### src/hdl/openadc_pkg.sv
package openadc_pkg;

   // register bus payload
   typedef logic [7:0] reg_addr_t;
   typedef logic [7:0] reg_byte_t;

   // edge count per window, also used for the change limit
   typedef logic [31:0] freq_t;

   localparam int freq_bytes = $bits(freq_t) / 8;

   // which LED pattern is shown
   typedef enum logic [1:0] {
      led_sel_normal         = 2'b00, // heartbeat on armed, capture off
      led_sel_heartbeat_pair = 2'b01, // heartbeat and its inverse
      led_sel_flash          = 2'b10, // flash pattern on both
      led_sel_change         = 2'b11  // heartbeat plus change flag
   } led_sel_t;

   // register map
   localparam reg_addr_t addr_status    = 8'h01; // read only
   localparam reg_addr_t addr_gain      = 8'h02;
   localparam reg_addr_t addr_settings  = 8'h03;
   localparam reg_addr_t addr_ext_freq  = 8'h04; // read only, 4 bytes
   localparam reg_addr_t addr_ext_limit = 8'h05; // 4 bytes

   // status byte layout
   localparam int status_change_bit = 0;
   localparam int status_valid_bit  = 1;

   // settings byte layout, led select sits in bits 1:0
   localparam int settings_src_bit = 2; // 1 = generated clock
   localparam int settings_dis_bit = 3; // monitor disable

endpackage

### src/hdl/clk_monitor_if.sv
`timescale 1ns/10ps

interface clk_monitor_if;

   // control from the register bank
   logic                  measure_src;
   logic                  monitor_disable;
   openadc_pkg::freq_t    limit;

   // results from the clock monitor
   openadc_pkg::freq_t    frequency;
   logic                  freq_valid;
   logic                  change;

   modport regs_mp (
      output measure_src, monitor_disable, limit,
      input  frequency, freq_valid, change
   );

   modport monitor_mp (
      input  measure_src, monitor_disable, limit,
      output frequency, freq_valid, change
   );

endinterface

### src/hdl/openadc_regs.sv
`timescale 1ns/10ps

module openadc_regs #(
   parameter int bytecnt_size = 7
) (
   input  logic                        clk_usb,
   input  logic                        reset,

   input  openadc_pkg::reg_addr_t      reg_address_i,
   input  logic [bytecnt_size-1:0]     reg_bytecnt_i,
   input  openadc_pkg::reg_byte_t      reg_datai_i,
   input  logic                        reg_read_i,
   input  logic                        reg_write_i,
   output openadc_pkg::reg_byte_t      reg_datao_o,

   clk_monitor_if.regs_mp              mon,

   output openadc_pkg::led_sel_t       led_select_o,
   output logic                        amp_gain_o
);

   openadc_pkg::reg_byte_t gain_r;
   openadc_pkg::reg_byte_t settings_r;
   openadc_pkg::freq_t     limit_r;

   logic       first_byte; // byte count is zero
   logic       word_byte;  // byte count inside a 32-bit word
   logic [1:0] byte_idx;
   logic [8:0] pwm_acc;    // bit 8 is the carry out

   assign first_byte = (reg_bytecnt_i == '0);
   assign word_byte  = (reg_bytecnt_i < bytecnt_size'(openadc_pkg::freq_bytes));
   assign byte_idx   = reg_bytecnt_i[1:0];

   // byte writes, read-only addresses simply fall through
   always_ff @(posedge clk_usb) begin
      if (reset) begin
         gain_r     <= '0;
         settings_r <= '0;
         limit_r    <= '0;
      end else if (reg_write_i) begin
         case (reg_address_i)
            openadc_pkg::addr_gain: begin
               if (first_byte)
                  gain_r <= reg_datai_i;
            end
            openadc_pkg::addr_settings: begin
               if (first_byte)
                  settings_r <= reg_datai_i;
            end
            openadc_pkg::addr_ext_limit: begin
               if (word_byte)
                  limit_r[8*byte_idx +: 8] <= reg_datai_i;
            end
            default: ;
         endcase
      end
   end

   // read data, zero when idle or unmapped
   always_comb begin
      reg_datao_o = '0;
      if (reg_read_i) begin
         case (reg_address_i)
            openadc_pkg::addr_status: begin
               if (first_byte) begin
                  reg_datao_o[openadc_pkg::status_change_bit] = mon.change;
                  reg_datao_o[openadc_pkg::status_valid_bit]  = mon.freq_valid;
               end
            end
            openadc_pkg::addr_gain: begin
               if (first_byte)
                  reg_datao_o = gain_r;
            end
            openadc_pkg::addr_settings: begin
               if (first_byte)
                  reg_datao_o = settings_r;
            end
            openadc_pkg::addr_ext_freq: begin
               if (word_byte)
                  reg_datao_o = mon.frequency[8*byte_idx +: 8];
            end
            openadc_pkg::addr_ext_limit: begin
               if (word_byte)
                  reg_datao_o = limit_r[8*byte_idx +: 8];
            end
            default: reg_datao_o = '0;
         endcase
      end
   end

   // controls decoded from the settings byte
   assign led_select_o        = openadc_pkg::led_sel_t'(settings_r[1:0]);
   assign mon.measure_src     = settings_r[openadc_pkg::settings_src_bit];
   assign mon.monitor_disable = settings_r[openadc_pkg::settings_dis_bit];
   assign mon.limit           = limit_r;

   // gain PWM: carry fires gain times out of every 256 cycles
   always_ff @(posedge clk_usb) begin
      if (reset)
         pwm_acc <= '0;
      else
         pwm_acc <= {1'b0, pwm_acc[7:0]} + {1'b0, gain_r};
   end

   assign amp_gain_o = pwm_acc[8];

endmodule

### src/hdl/status_leds.sv
`timescale 1ns/10ps

module status_leds #(
   parameter int window_log2 = 23
) (
   input  logic                        clk_usb,
   input  logic                        reset,

   input  openadc_pkg::led_sel_t       led_select_i,
   input  logic                        change_i,

   output logic                        measure_tick_o,
   output logic                        led_armed_o,
   output logic                        led_capture_o
);

   // tick bit, flash bit, heartbeat bit and the top bit above them
   localparam int cnt_width = window_log2 + 3;

   logic [cnt_width-1:0] timebase;
   logic                 tick_bit_r; // previous value of the tick bit
   logic                 flash_r;
   logic                 heartbeat;

   always_ff @(posedge clk_usb) begin
      if (reset) begin
         timebase       <= '0;
         tick_bit_r     <= 1'b0;
         measure_tick_o <= 1'b0;
      end else begin
         timebase       <= timebase + cnt_width'(1);
         tick_bit_r     <= timebase[window_log2-1];
         measure_tick_o <= timebase[window_log2-1] & ~tick_bit_r; // rising edge only
      end
   end

   // flash pattern only moves during the upper half of the counter
   always_ff @(posedge clk_usb) begin
      if (reset)
         flash_r <= 1'b0;
      else if (timebase[cnt_width-1])
         flash_r <= ~timebase[window_log2];
   end

   assign heartbeat = timebase[window_log2+1];

   always_comb begin
      if (change_i) begin
         led_armed_o   = flash_r; // a detected change overrides the selection
         led_capture_o = flash_r;
      end else begin
         case (led_select_i)
            openadc_pkg::led_sel_heartbeat_pair: begin
               led_armed_o   = heartbeat;
               led_capture_o = ~heartbeat;
            end
            openadc_pkg::led_sel_flash: begin
               led_armed_o   = flash_r;
               led_capture_o = flash_r;
            end
            openadc_pkg::led_sel_change: begin
               led_armed_o   = heartbeat;
               led_capture_o = change_i;
            end
            default: begin
               led_armed_o   = heartbeat;
               led_capture_o = 1'b0;
            end
         endcase
      end
   end

endmodule

### src/hdl/clk_monitor.sv
`timescale 1ns/10ps

module clk_monitor (
   input  logic                        clk_usb,
   input  logic                        reset,

   input  logic                        dut_clk_i,
   input  logic                        clkgen_i,
   input  logic                        measure_tick_i,

   clk_monitor_if.monitor_mp           mon,

   output logic                        change_o
);

   logic                  meas_clk;   // selected clock, sampled as data
   logic [1:0]            sync_r;
   logic                  sync_d;
   logic                  rise;
   openadc_pkg::freq_t    count_r;
   openadc_pkg::freq_t    freq_r;
   openadc_pkg::freq_t    diff;
   logic                  valid_r;
   logic                  change_r;

   assign meas_clk = mon.measure_src ? clkgen_i : dut_clk_i;

   // two-stage synchronizer plus one stage for edge detection
   always_ff @(posedge clk_usb) begin
      if (reset) begin
         sync_r <= '0;
         sync_d <= 1'b0;
      end else begin
         sync_r <= {sync_r[0], meas_clk};
         sync_d <= sync_r[1];
      end
   end

   assign rise = sync_r[1] & ~sync_d;

   // absolute difference between last window and the one just closing
   assign diff = (freq_r > count_r) ? (freq_r - count_r) : (count_r - freq_r);

   always_ff @(posedge clk_usb) begin
      if (reset) begin
         count_r <= '0;
         freq_r  <= '0;
         valid_r <= 1'b0;
      end else if (measure_tick_i) begin
         freq_r  <= count_r;
         count_r <= openadc_pkg::freq_t'(rise); // an edge on the tick opens the new window
         valid_r <= 1'b1;
      end else if (rise) begin
         count_r <= count_r + openadc_pkg::freq_t'(1);
      end
   end

   // sticky change flag, held clear while disabled
   always_ff @(posedge clk_usb) begin
      if (reset)
         change_r <= 1'b0;
      else if (mon.monitor_disable)
         change_r <= 1'b0;
      else if (measure_tick_i && (freq_r != '0) && (count_r != '0) && (diff > mon.limit))
         change_r <= 1'b1;
   end

   assign mon.frequency  = freq_r;
   assign mon.freq_valid = valid_r;
   assign mon.change     = change_r;
   assign change_o       = change_r;

endmodule

### src/hdl/openadc_top.sv
`timescale 1ns/10ps

module openadc_top #(
   parameter int bytecnt_size = 7,
   parameter int window_log2  = 23
) (
   input  logic                        clk_usb,
   input  logic                        reset,

   // host register bus
   input  openadc_pkg::reg_addr_t      reg_address_i,
   input  logic [bytecnt_size-1:0]     reg_bytecnt_i,
   input  openadc_pkg::reg_byte_t      reg_datai_i,
   input  logic                        reg_read_i,
   input  logic                        reg_write_i,
   output openadc_pkg::reg_byte_t      reg_datao_o,

   // clocks to be measured, sampled in clk_usb
   input  logic                        dut_clk_i,
   input  logic                        clkgen_i,

   output logic                        amp_gain_o,
   output logic                        led_armed_o,
   output logic                        led_capture_o
);

   logic                  measure_tick;
   logic                  change;
   openadc_pkg::led_sel_t led_select;

   clk_monitor_if mon_if ();

   openadc_regs #(
      .bytecnt_size (bytecnt_size)
   ) regs_i (
      .clk_usb       (clk_usb),
      .reset         (reset),
      .reg_address_i (reg_address_i),
      .reg_bytecnt_i (reg_bytecnt_i),
      .reg_datai_i   (reg_datai_i),
      .reg_read_i    (reg_read_i),
      .reg_write_i   (reg_write_i),
      .reg_datao_o   (reg_datao_o),
      .mon           (mon_if.regs_mp),
      .led_select_o  (led_select),
      .amp_gain_o    (amp_gain_o)
   );

   status_leds #(
      .window_log2 (window_log2)
   ) leds_i (
      .clk_usb        (clk_usb),
      .reset          (reset),
      .led_select_i   (led_select),
      .change_i       (change),
      .measure_tick_o (measure_tick),
      .led_armed_o    (led_armed_o),
      .led_capture_o  (led_capture_o)
   );

   clk_monitor monitor_i (
      .clk_usb        (clk_usb),
      .reset          (reset),
      .dut_clk_i      (dut_clk_i),
      .clkgen_i       (clkgen_i),
      .measure_tick_i (measure_tick),
      .mon            (mon_if.monitor_mp),
      .change_o       (change)
   );

endmodule

### config.mk
export PLATFORM = sky130hd
export DESIGN_NAME = openadc_top
export DESIGN_NICKNAME = d
export VERILOG_FILES = /design/src/hdl/openadc_pkg.sv /design/src/hdl/clk_monitor_if.sv /design/src/hdl/openadc_regs.sv /design/src/hdl/status_leds.sv /design/src/hdl/clk_monitor.sv /design/src/hdl/openadc_top.sv
export SDC_FILE = /design/constraint.sdc
export NUM_CORES = 1
export LEC_CHECK = 0
export ABC_AREA = 1
export BUFFER_PORTS_ARGS = -buffer_cell sky130_fd_sc_hd__buf_2
export CAP_MARGIN = 20
export CORE_MARGIN = 3
export CORE_UTILIZATION = 55
export DETAILED_ROUTE_END_ITERATION = 10
export MAX_ROUTING_LAYER = met4
export PLACE_DENSITY = 0.72
export SLEW_MARGIN = 30
export SYNTH_ARGS = -nofsm -noshare
export SYNTH_HDL_FRONTEND = slang
export SYNTH_SLANG_ARGS = --single-unit
### constraint.sdc
create_clock -name clk_usb -period 3.8 [get_ports clk_usb]
set_clock_uncertainty 0.1 [all_clocks]
set_input_delay 0 -clock clk_usb [delete_from_list [all_inputs] [get_ports clk_usb]]
set_output_delay 0 -clock clk_usb [all_outputs]
set_load 0.02 [all_outputs]
After elaboration in Yosys (flattened, before gate mapping)

Cells that the tools add are included.
W data, S select, Z words.

Register bits after elaboration: 155
Word-level logic and storage cells: 70

Add/subtract/negate cells: 6
$lt $le $gt $ge: 3
Eq/ne operators: 7
Shift operators: 4
Muxes and demuxes: 17
Bitwise operators: 6
Reductions and logical operators: 12

Operators with widths:

| cell                      | number |
|---|---|
| $gt A32 B32 Y1            | 2 |
| $reduce_bool A32 Y1       | 2 |
| $shiftx A32 B6 Y8         | 2 |
| $sub A32 B32 Y32          | 2 |
| $mux W8                   | 5 |
| $neg A5 Y34               | 1 |
| $shift A8 B34 Y32 const A | 1 |
| $shiftx A8 B34 Y32        | 1 |
| $add A32 B1 Y32 const B   | 1 |
| $bwmux W32                | 1 |
| $mux W32                  | 1 |
| $add A26 B1 Y26 const B   | 1 |
| $pmux W6 S4               | 1 |
| $eq A8 B2 Y1 const B      | 2 |
| $eq A8 B3 Y1 const B      | 2 |
| $pmux W2 S5               | 1 |
| $add A8 B8 Y9             | 1 |
| $reduce_and A3 Y1         | 3 |
| $eq A8 B1 Y1 const B      | 1 |
| $logic_not A7 Y1          | 1 |
| $lt A7 B3 Y1 const B      | 1 |
| $mux W1                   | 6 |
| $not A1 Y1                | 4 |
| $reduce_or A2 Y1          | 2 |
| 7 further kinds           | 10 |

Longest topological paths before layout

Word-level depth: 4
Gate-level depth with buffers: 30
Depth with buffers taken out: 29

By module

Synthesis repeated with hierarchy kept, for this count alone.

Cell total of the unflattened synthesis: 2477
Area total of the unflattened synthesis: 14288.7 sq um

Modules (own cells, without submodules):

| module       | instances | cells an instance | area each (sq um) |
|---|---|---|---|
| clk_monitor  | 1         | 1625              | 8993.6 |
| openadc_regs | 1         | 640               | 3812.4 |
| status_leds  | 1         | 212               | 1482.7 |

Worst setup path after synthesis

Ideal clock, no wire load.

Path type: flip-flop to flip-flop
From: reg monitor_i.count_r[0]
To: reg monitor_i.change_r, in the netlist monitor_i.change_o
Arrival time: 2963 ps
Data required time: 3582 ps
Path slack: 619 ps
Stages on the path, launching flop included: 27
Path buffers: 1
Cell sequence: dfxtp_1 ha_1 inv_1 fa_1 nand3_1 nand3_1 nand2_1 nand2_2 nand2_1 nand2_2 nand2_2 nand2_1 nand2_2 buf_2 nand2_1 nand2_1 inv_1 ha_1 nand2_1 nor2_1 nand2_1 inv_1 nand2_1 nor3_1 nor2_1 nand2_1 a21oi_1

Word-level cells in the longest chain between the ends: 4
Elaborated cells on any way between the ends: 8
Those cells by class: 2 x add/sub; 2 x order compare; 1 x mux; 3 x reduce/logical

RTL lines:

| item                                                      | RTL line          | source |
|---|---|---|
| start: declaration                                        | clk_monitor.sv:20 | `openadc_pkg::freq_t count_r;` |
| start signal: assignment                                  | clk_monitor.sv:51 | `count_r <= openadc_pkg::freq_t'(rise);` |
| start signal: assignment                                  | clk_monitor.sv:54 | `count_r <= count_r + openadc_pkg::freq_t'(1);` |
| $sub A32 B32 Y32 / $gt A32 B32 Y1 (equally long branches) | clk_monitor.sv:42 | `assign diff = (freq_r > count_r) ? (freq_r - count_r) : (count_r - freq_r);` |
| $mux W32                                                  | clk_monitor.sv:42 |  |
| $gt A32 B32 Y1                                            | clk_monitor.sv:64 | `else if (measure_tick_i && (freq_r != '0) && (count_r != '0) && (diff > mon.limit))` |
| $logic_and A1 B1 Y1 (*)                                   | clk_monitor.sv:64 |  |
| end signal: assignment                                    | clk_monitor.sv:61 | `change_r <= 1'b0;` |
| end signal: assignment                                    | clk_monitor.sv:63 | `change_r <= 1'b0;` |
| end signal: assignment                                    | clk_monitor.sv:65 | `change_r <= 1'b1;` |
| end: declaration                                          | clk_monitor.sv:24 | `logic change_r;` |

Every way passes the cells marked *; elsewhere a longest branch is shown, timed or not.
A chain may end at the register's enable or synchronous reset.

Worst setup path after layout

From: reg monitor_i.freq_r[14], in the netlist monitor_i.mon.frequency[14]
To: reg monitor_i.change_r, in the netlist monitor_i.change_o

Word-level cells in the longest chain between the ends: 4
Elaborated cells on any way between the ends: 9
Those cells by class: 2 x add/sub; 2 x order compare; 1 x mux; 4 x reduce/logical

RTL lines:

| item                                                         | RTL line                             | source |
|---|---|---|
| start: declaration                                           | clk_monitor.sv:21                    | `openadc_pkg::freq_t freq_r;` |
| start signal: assignment                                     | clk_monitor.sv:50                    | `freq_r <= count_r;` |
| $sub A32 B32 Y32, or another cell as far along               | clk_monitor.sv:42                    |  |
| $mux W32 / $logic_and A1 B1 Y1 (equally long branches)       | clk_monitor.sv:42, clk_monitor.sv:64 |  |
| $gt A32 B32 Y1 / $logic_and A1 B1 Y1 (equally long branches) | clk_monitor.sv:64                    |  |
| $logic_and A1 B1 Y1 (*)                                      | clk_monitor.sv:64                    |  |

Marks and branches as above.

==> summary.md <==
| Metric | Value |
|---|---|
| First-pass GRT wire length | `72.3 mm` |
| Fillers | `2381` |
| Share of layout cells above drive strength 1 | `8.01%` |
| Footprint of the multi-input gates | `0.00874 mm2` |
| Setup crit end kind | `flip-flop` |
| Placer congestion estimate | `1.03` |
| N_diodes | `0` |
| Reg2Reg Setup Slack | `0.27 ns` |
| DRT antenna net count | `0` |
| Final setup fails | `0` |
| Final core occ | `63.6%` |
| R2R Path End | `monitor_i.change_o$_SDFFE_PP0P_` |
| PwrDens | `268 mW/mm2` |
| # port buffers | `39` |
| Final Hold Viols | `0` |
| Initial antenna violation count | `0` |
| Most used DFF post-synth | `dfxtp_1` |
| Die W | `163 um` |
| Layout Nets | `2568` |
| Worst Hold Slack | `0.0649 ns` |
| Async S/R FF share, synth | `0%` |
| Max_cap viols | `0` |
| Register area | `0.00311 mm2` |
| Least-Margin Pin Slew | `0.810 ns` |
| Drt first-iter violations | `1703` |
| Flops & latches, synth | `155` |
| Syn Area/Cell | `5.78 um2` |
| Crit path required time | `4.02 ns` |
| H-Tree Depth | `4` |
| WS Path Type | `flip-flop to flip-flop` |
| EDFF count, synth | `0` |
| Die area | `0.0266 mm2` |
| Tmin final | `3.53 ns` |
| Total Wirelength | `45.4 mm` |
| R2r worst-path depth | `24` |
| Core area | `0.0239 mm2` |
| Reg2reg start | `monitor_i.mon.frequency[14]$_SDFFE_PP0P_` |
| Fmax | `0.283 GHz` |
| Worst Hold Path Cells | `8` |
| CTS Sinks | `155` |
| Critical path launch point type | `flip-flop` |
| Sequential area share after synthesis | `22.8%` |
| Synth cell types | `43` |
| Largest net degree at the start of global routing | `48` |
| Period utilization | `93.0%` |
| Via count | `15100` |
| Status | `finished, final reports clean` |
| Clk buf depth | `2` |
| Area delta synth->final | `11.7%` |
| Slew Limit Fails | `0` |
| Worst setup path startpoint | `monitor_i.mon.frequency[14]$_SDFFE_PP0P_` |
| Vias in the first global route | `13800` |
| Final HPWL DP | `36.8 mm` |
| Total GRT Usage | `35.2%` |
| Total global routing overflow | `0` |
| Avg WL per Cell | `16.5 um` |
| Final cell count without fillers | `2754` |
| Initial Util | `56.9%` |
| Relative slew slack | `45.8%` |
| Yosys warnings | `0` |
| Maximum fanout along the worst path | `7` |
| P_leak | `7.92 nW` |
| Cell count after synthesis | `2353` |
| Placed cells | `2707` |
| Syn_nets | `2498` |
| Clk root buf | `clkbuf_16` |
| CTS clock-pin slew for the worst setup and hold paths | `0.07 ns` |
| Peak supply drop | `304 uV` |
| CTS tree | `yes` |
| Chip Height | `163 um` |
| Number of remaining DRC errors | `0` |
| Netlist Area Pre-Place | `0.0136 mm2` |
| Hold Crit Start | `reg_bytecnt_i[3]` |
| Critical Path AT | `3.75 ns` |
| I/O pins | `40` |
| Tot Pwr | `4.08 mW` |
| First drt pass iteration count | `5` |
| Hold Path End | `regs_i.mon.limit[16]$_SDFFE_PP0P_` |
| Worst hold path class | `primary input to flip-flop` |
| Post-DR vias/cell | `5.47` |
| Placement Rows | `56` |
| Clk Latency, worst-skew pair | `0.44 ns` |
| CTS Buf Count | `17` |
[report_power, final]
group / total [mW] / internal, mW / switching, mW
clock: 1.88 / 1.06 / 0.817
sequential: 1.63 / 1.63 / 0.00449
combinational: 0.563 / 0.199 / 0.364
total: 4.08 / 2.89 / 1.19
[critical path, stage by stage, from the launching register on]
cell and delay [ns]:
dfxtp_1 0.37, inv_1 0.10, ha_1 0.41, nand2_2 0.16, inv_1 0.07, nand2_1 0.06, nand2_1 0.10, a21oi_1 0.18
nand2_2 0.11, nand2_2 0.10, nand2_1 0.10, nand2_4 0.13, buf_4 0.16, buf_4 0.12, nand2_1 0.05, nand2_1 0.06
inv_1 0.04, ha_1 0.30, nand4_1 0.15, nor2_1 0.13, nand2_1 0.08, nor3_1 0.16, nor2_1 0.06, nand2_1 0.07
a21oi_1 0.05
[cells in the mapped netlist (4+ instances only)]
cell type  instances  share of area (%)
o21ai_0          131                4.8
nor2_2             7               0.32
xor2_1            37                2.4
dfxtp_1          155                 23
inv_1            409                 11
nand3_1           98                3.6
nor2_1           181                5.0
nor3_1            60                2.2
nand4_1           31                1.4
clkbuf_1          38                1.0
o21a_1             5               0.28
ha_1             113                 10
inv_2             13               0.36
xnor2_1            6               0.39
buf_2              9               0.33
o21ai_1           11               0.40
o211ai_1           6               0.33
nand2_2            9               0.41
nor3b_1            4               0.22
nand2_1          777                 21
a21oi_1          212                7.8
[metal layers]
| layer | routed length [um] | track usage [%] | up-vias |
|---|---|---|---|
| li1 | - | - | 7496 |
| met1 | 20700 | 50.2 | 6861 |
| met2 | 19200 | 52.0 | 636 |
| met3 | 4420 | 5.78 | 58 |
| met4 | 1060 | 8.96 | 0 |
| met5 | 0 | - | - |
[repair_timing]
action | 4_1_cts | 5_1_grt
hold buffers | 13 | 0
gates resized for setup | 0 | 32
setup buffers | 0 | 3
endpoints found under the setup margin | 0 | 1
endpoints found under the hold margin | 46 | 0
[area by class of cell]
| type | instances | share of cell area [%] |
|---|---|---|
| Multi-Input combinational cell | 1721 | 57.6 |
| Sequential cell | 155 | 20.5 |
| Inverter | 424 | 10.5 |
| Timing Repair Buffer | 104 | 4.71 |
| Clock buffer | 17 | 2.80 |
| Tap cell | 319 | 2.63 |
| Clock inverter | 14 | 1.33 |
[state kept, by name, indices dropped and copies added, names as in the netlist, 2 cells and up]
signal / flops
leds_i.timebase: 26
monitor_i.count_r: 32
monitor_i.mon.frequency: 32
monitor_i.sync_r: 2
regs_i.gain_r: 8
regs_i.mon.limit: 32
regs_i.pwm_acc: 9
regs_i.settings_r: 8
[stage by stage]
step	worst slack (ns)	TNS, ns	cell area (um2)
after floorplan	0.619	0	13600
after global placement	0.215	0	14300
after detailed placement	0.0880	0	14300
after CTS	0.0807	0	15100
after global routing	-0.00539	-0.00539	15200
final	0.267	0	15200
[worst max path at each step]
stage / endpoint / slack (ns)
finish: monitor_i.change_o$_SDFFE_PP0P_ / 0.27
floorplan: monitor_i.change_o$_SDFFE_PP0P_ / 0.62
detailed placement: monitor_i.change_o$_SDFFE_PP0P_ / 0.09
global placement: monitor_i.change_o$_SDFFE_PP0P_ / 0.21
CTS: monitor_i.change_o$_SDFFE_PP0P_ / 0.08
global route: monitor_i.change_o$_SDFFE_PP0P_ / -0.005
[placed cells by master, fill, tap and decap left out, drive strengths merged, types with 2 or more instances in the layout]
cell / instances
a21o: 2
a21oi: 214
a221oi: 2
and2: 2
and3: 2
buf: 91
bufinv: 3
clkbuf: 17
clkinv: 3
clkinvlp: 2
dfxtp: 155
dlygate4sd3: 13
fa: 3
ha: 113
inv: 430
nand2: 786
nand3: 100
nand4: 31
nor2: 191
nor3: 60
nor3b: 5
o211ai: 6
o21a: 5
o21ai: 142
o21bai: 3
or2: 4
xnor2: 6
xor2: 37
[cells by family after synthesis]
kind of cell	share of synthesized area, %
AO/OA/AOI/OAI	14.6
XOR/XNOR	2.77
adder cells (fa/ha/maj)	10.8
buffers and inverters	13.4
flip-flops	22.8
AND/OR/NAND/NOR	35.5
No activity file was read; power rests on OpenSTA's default activity.
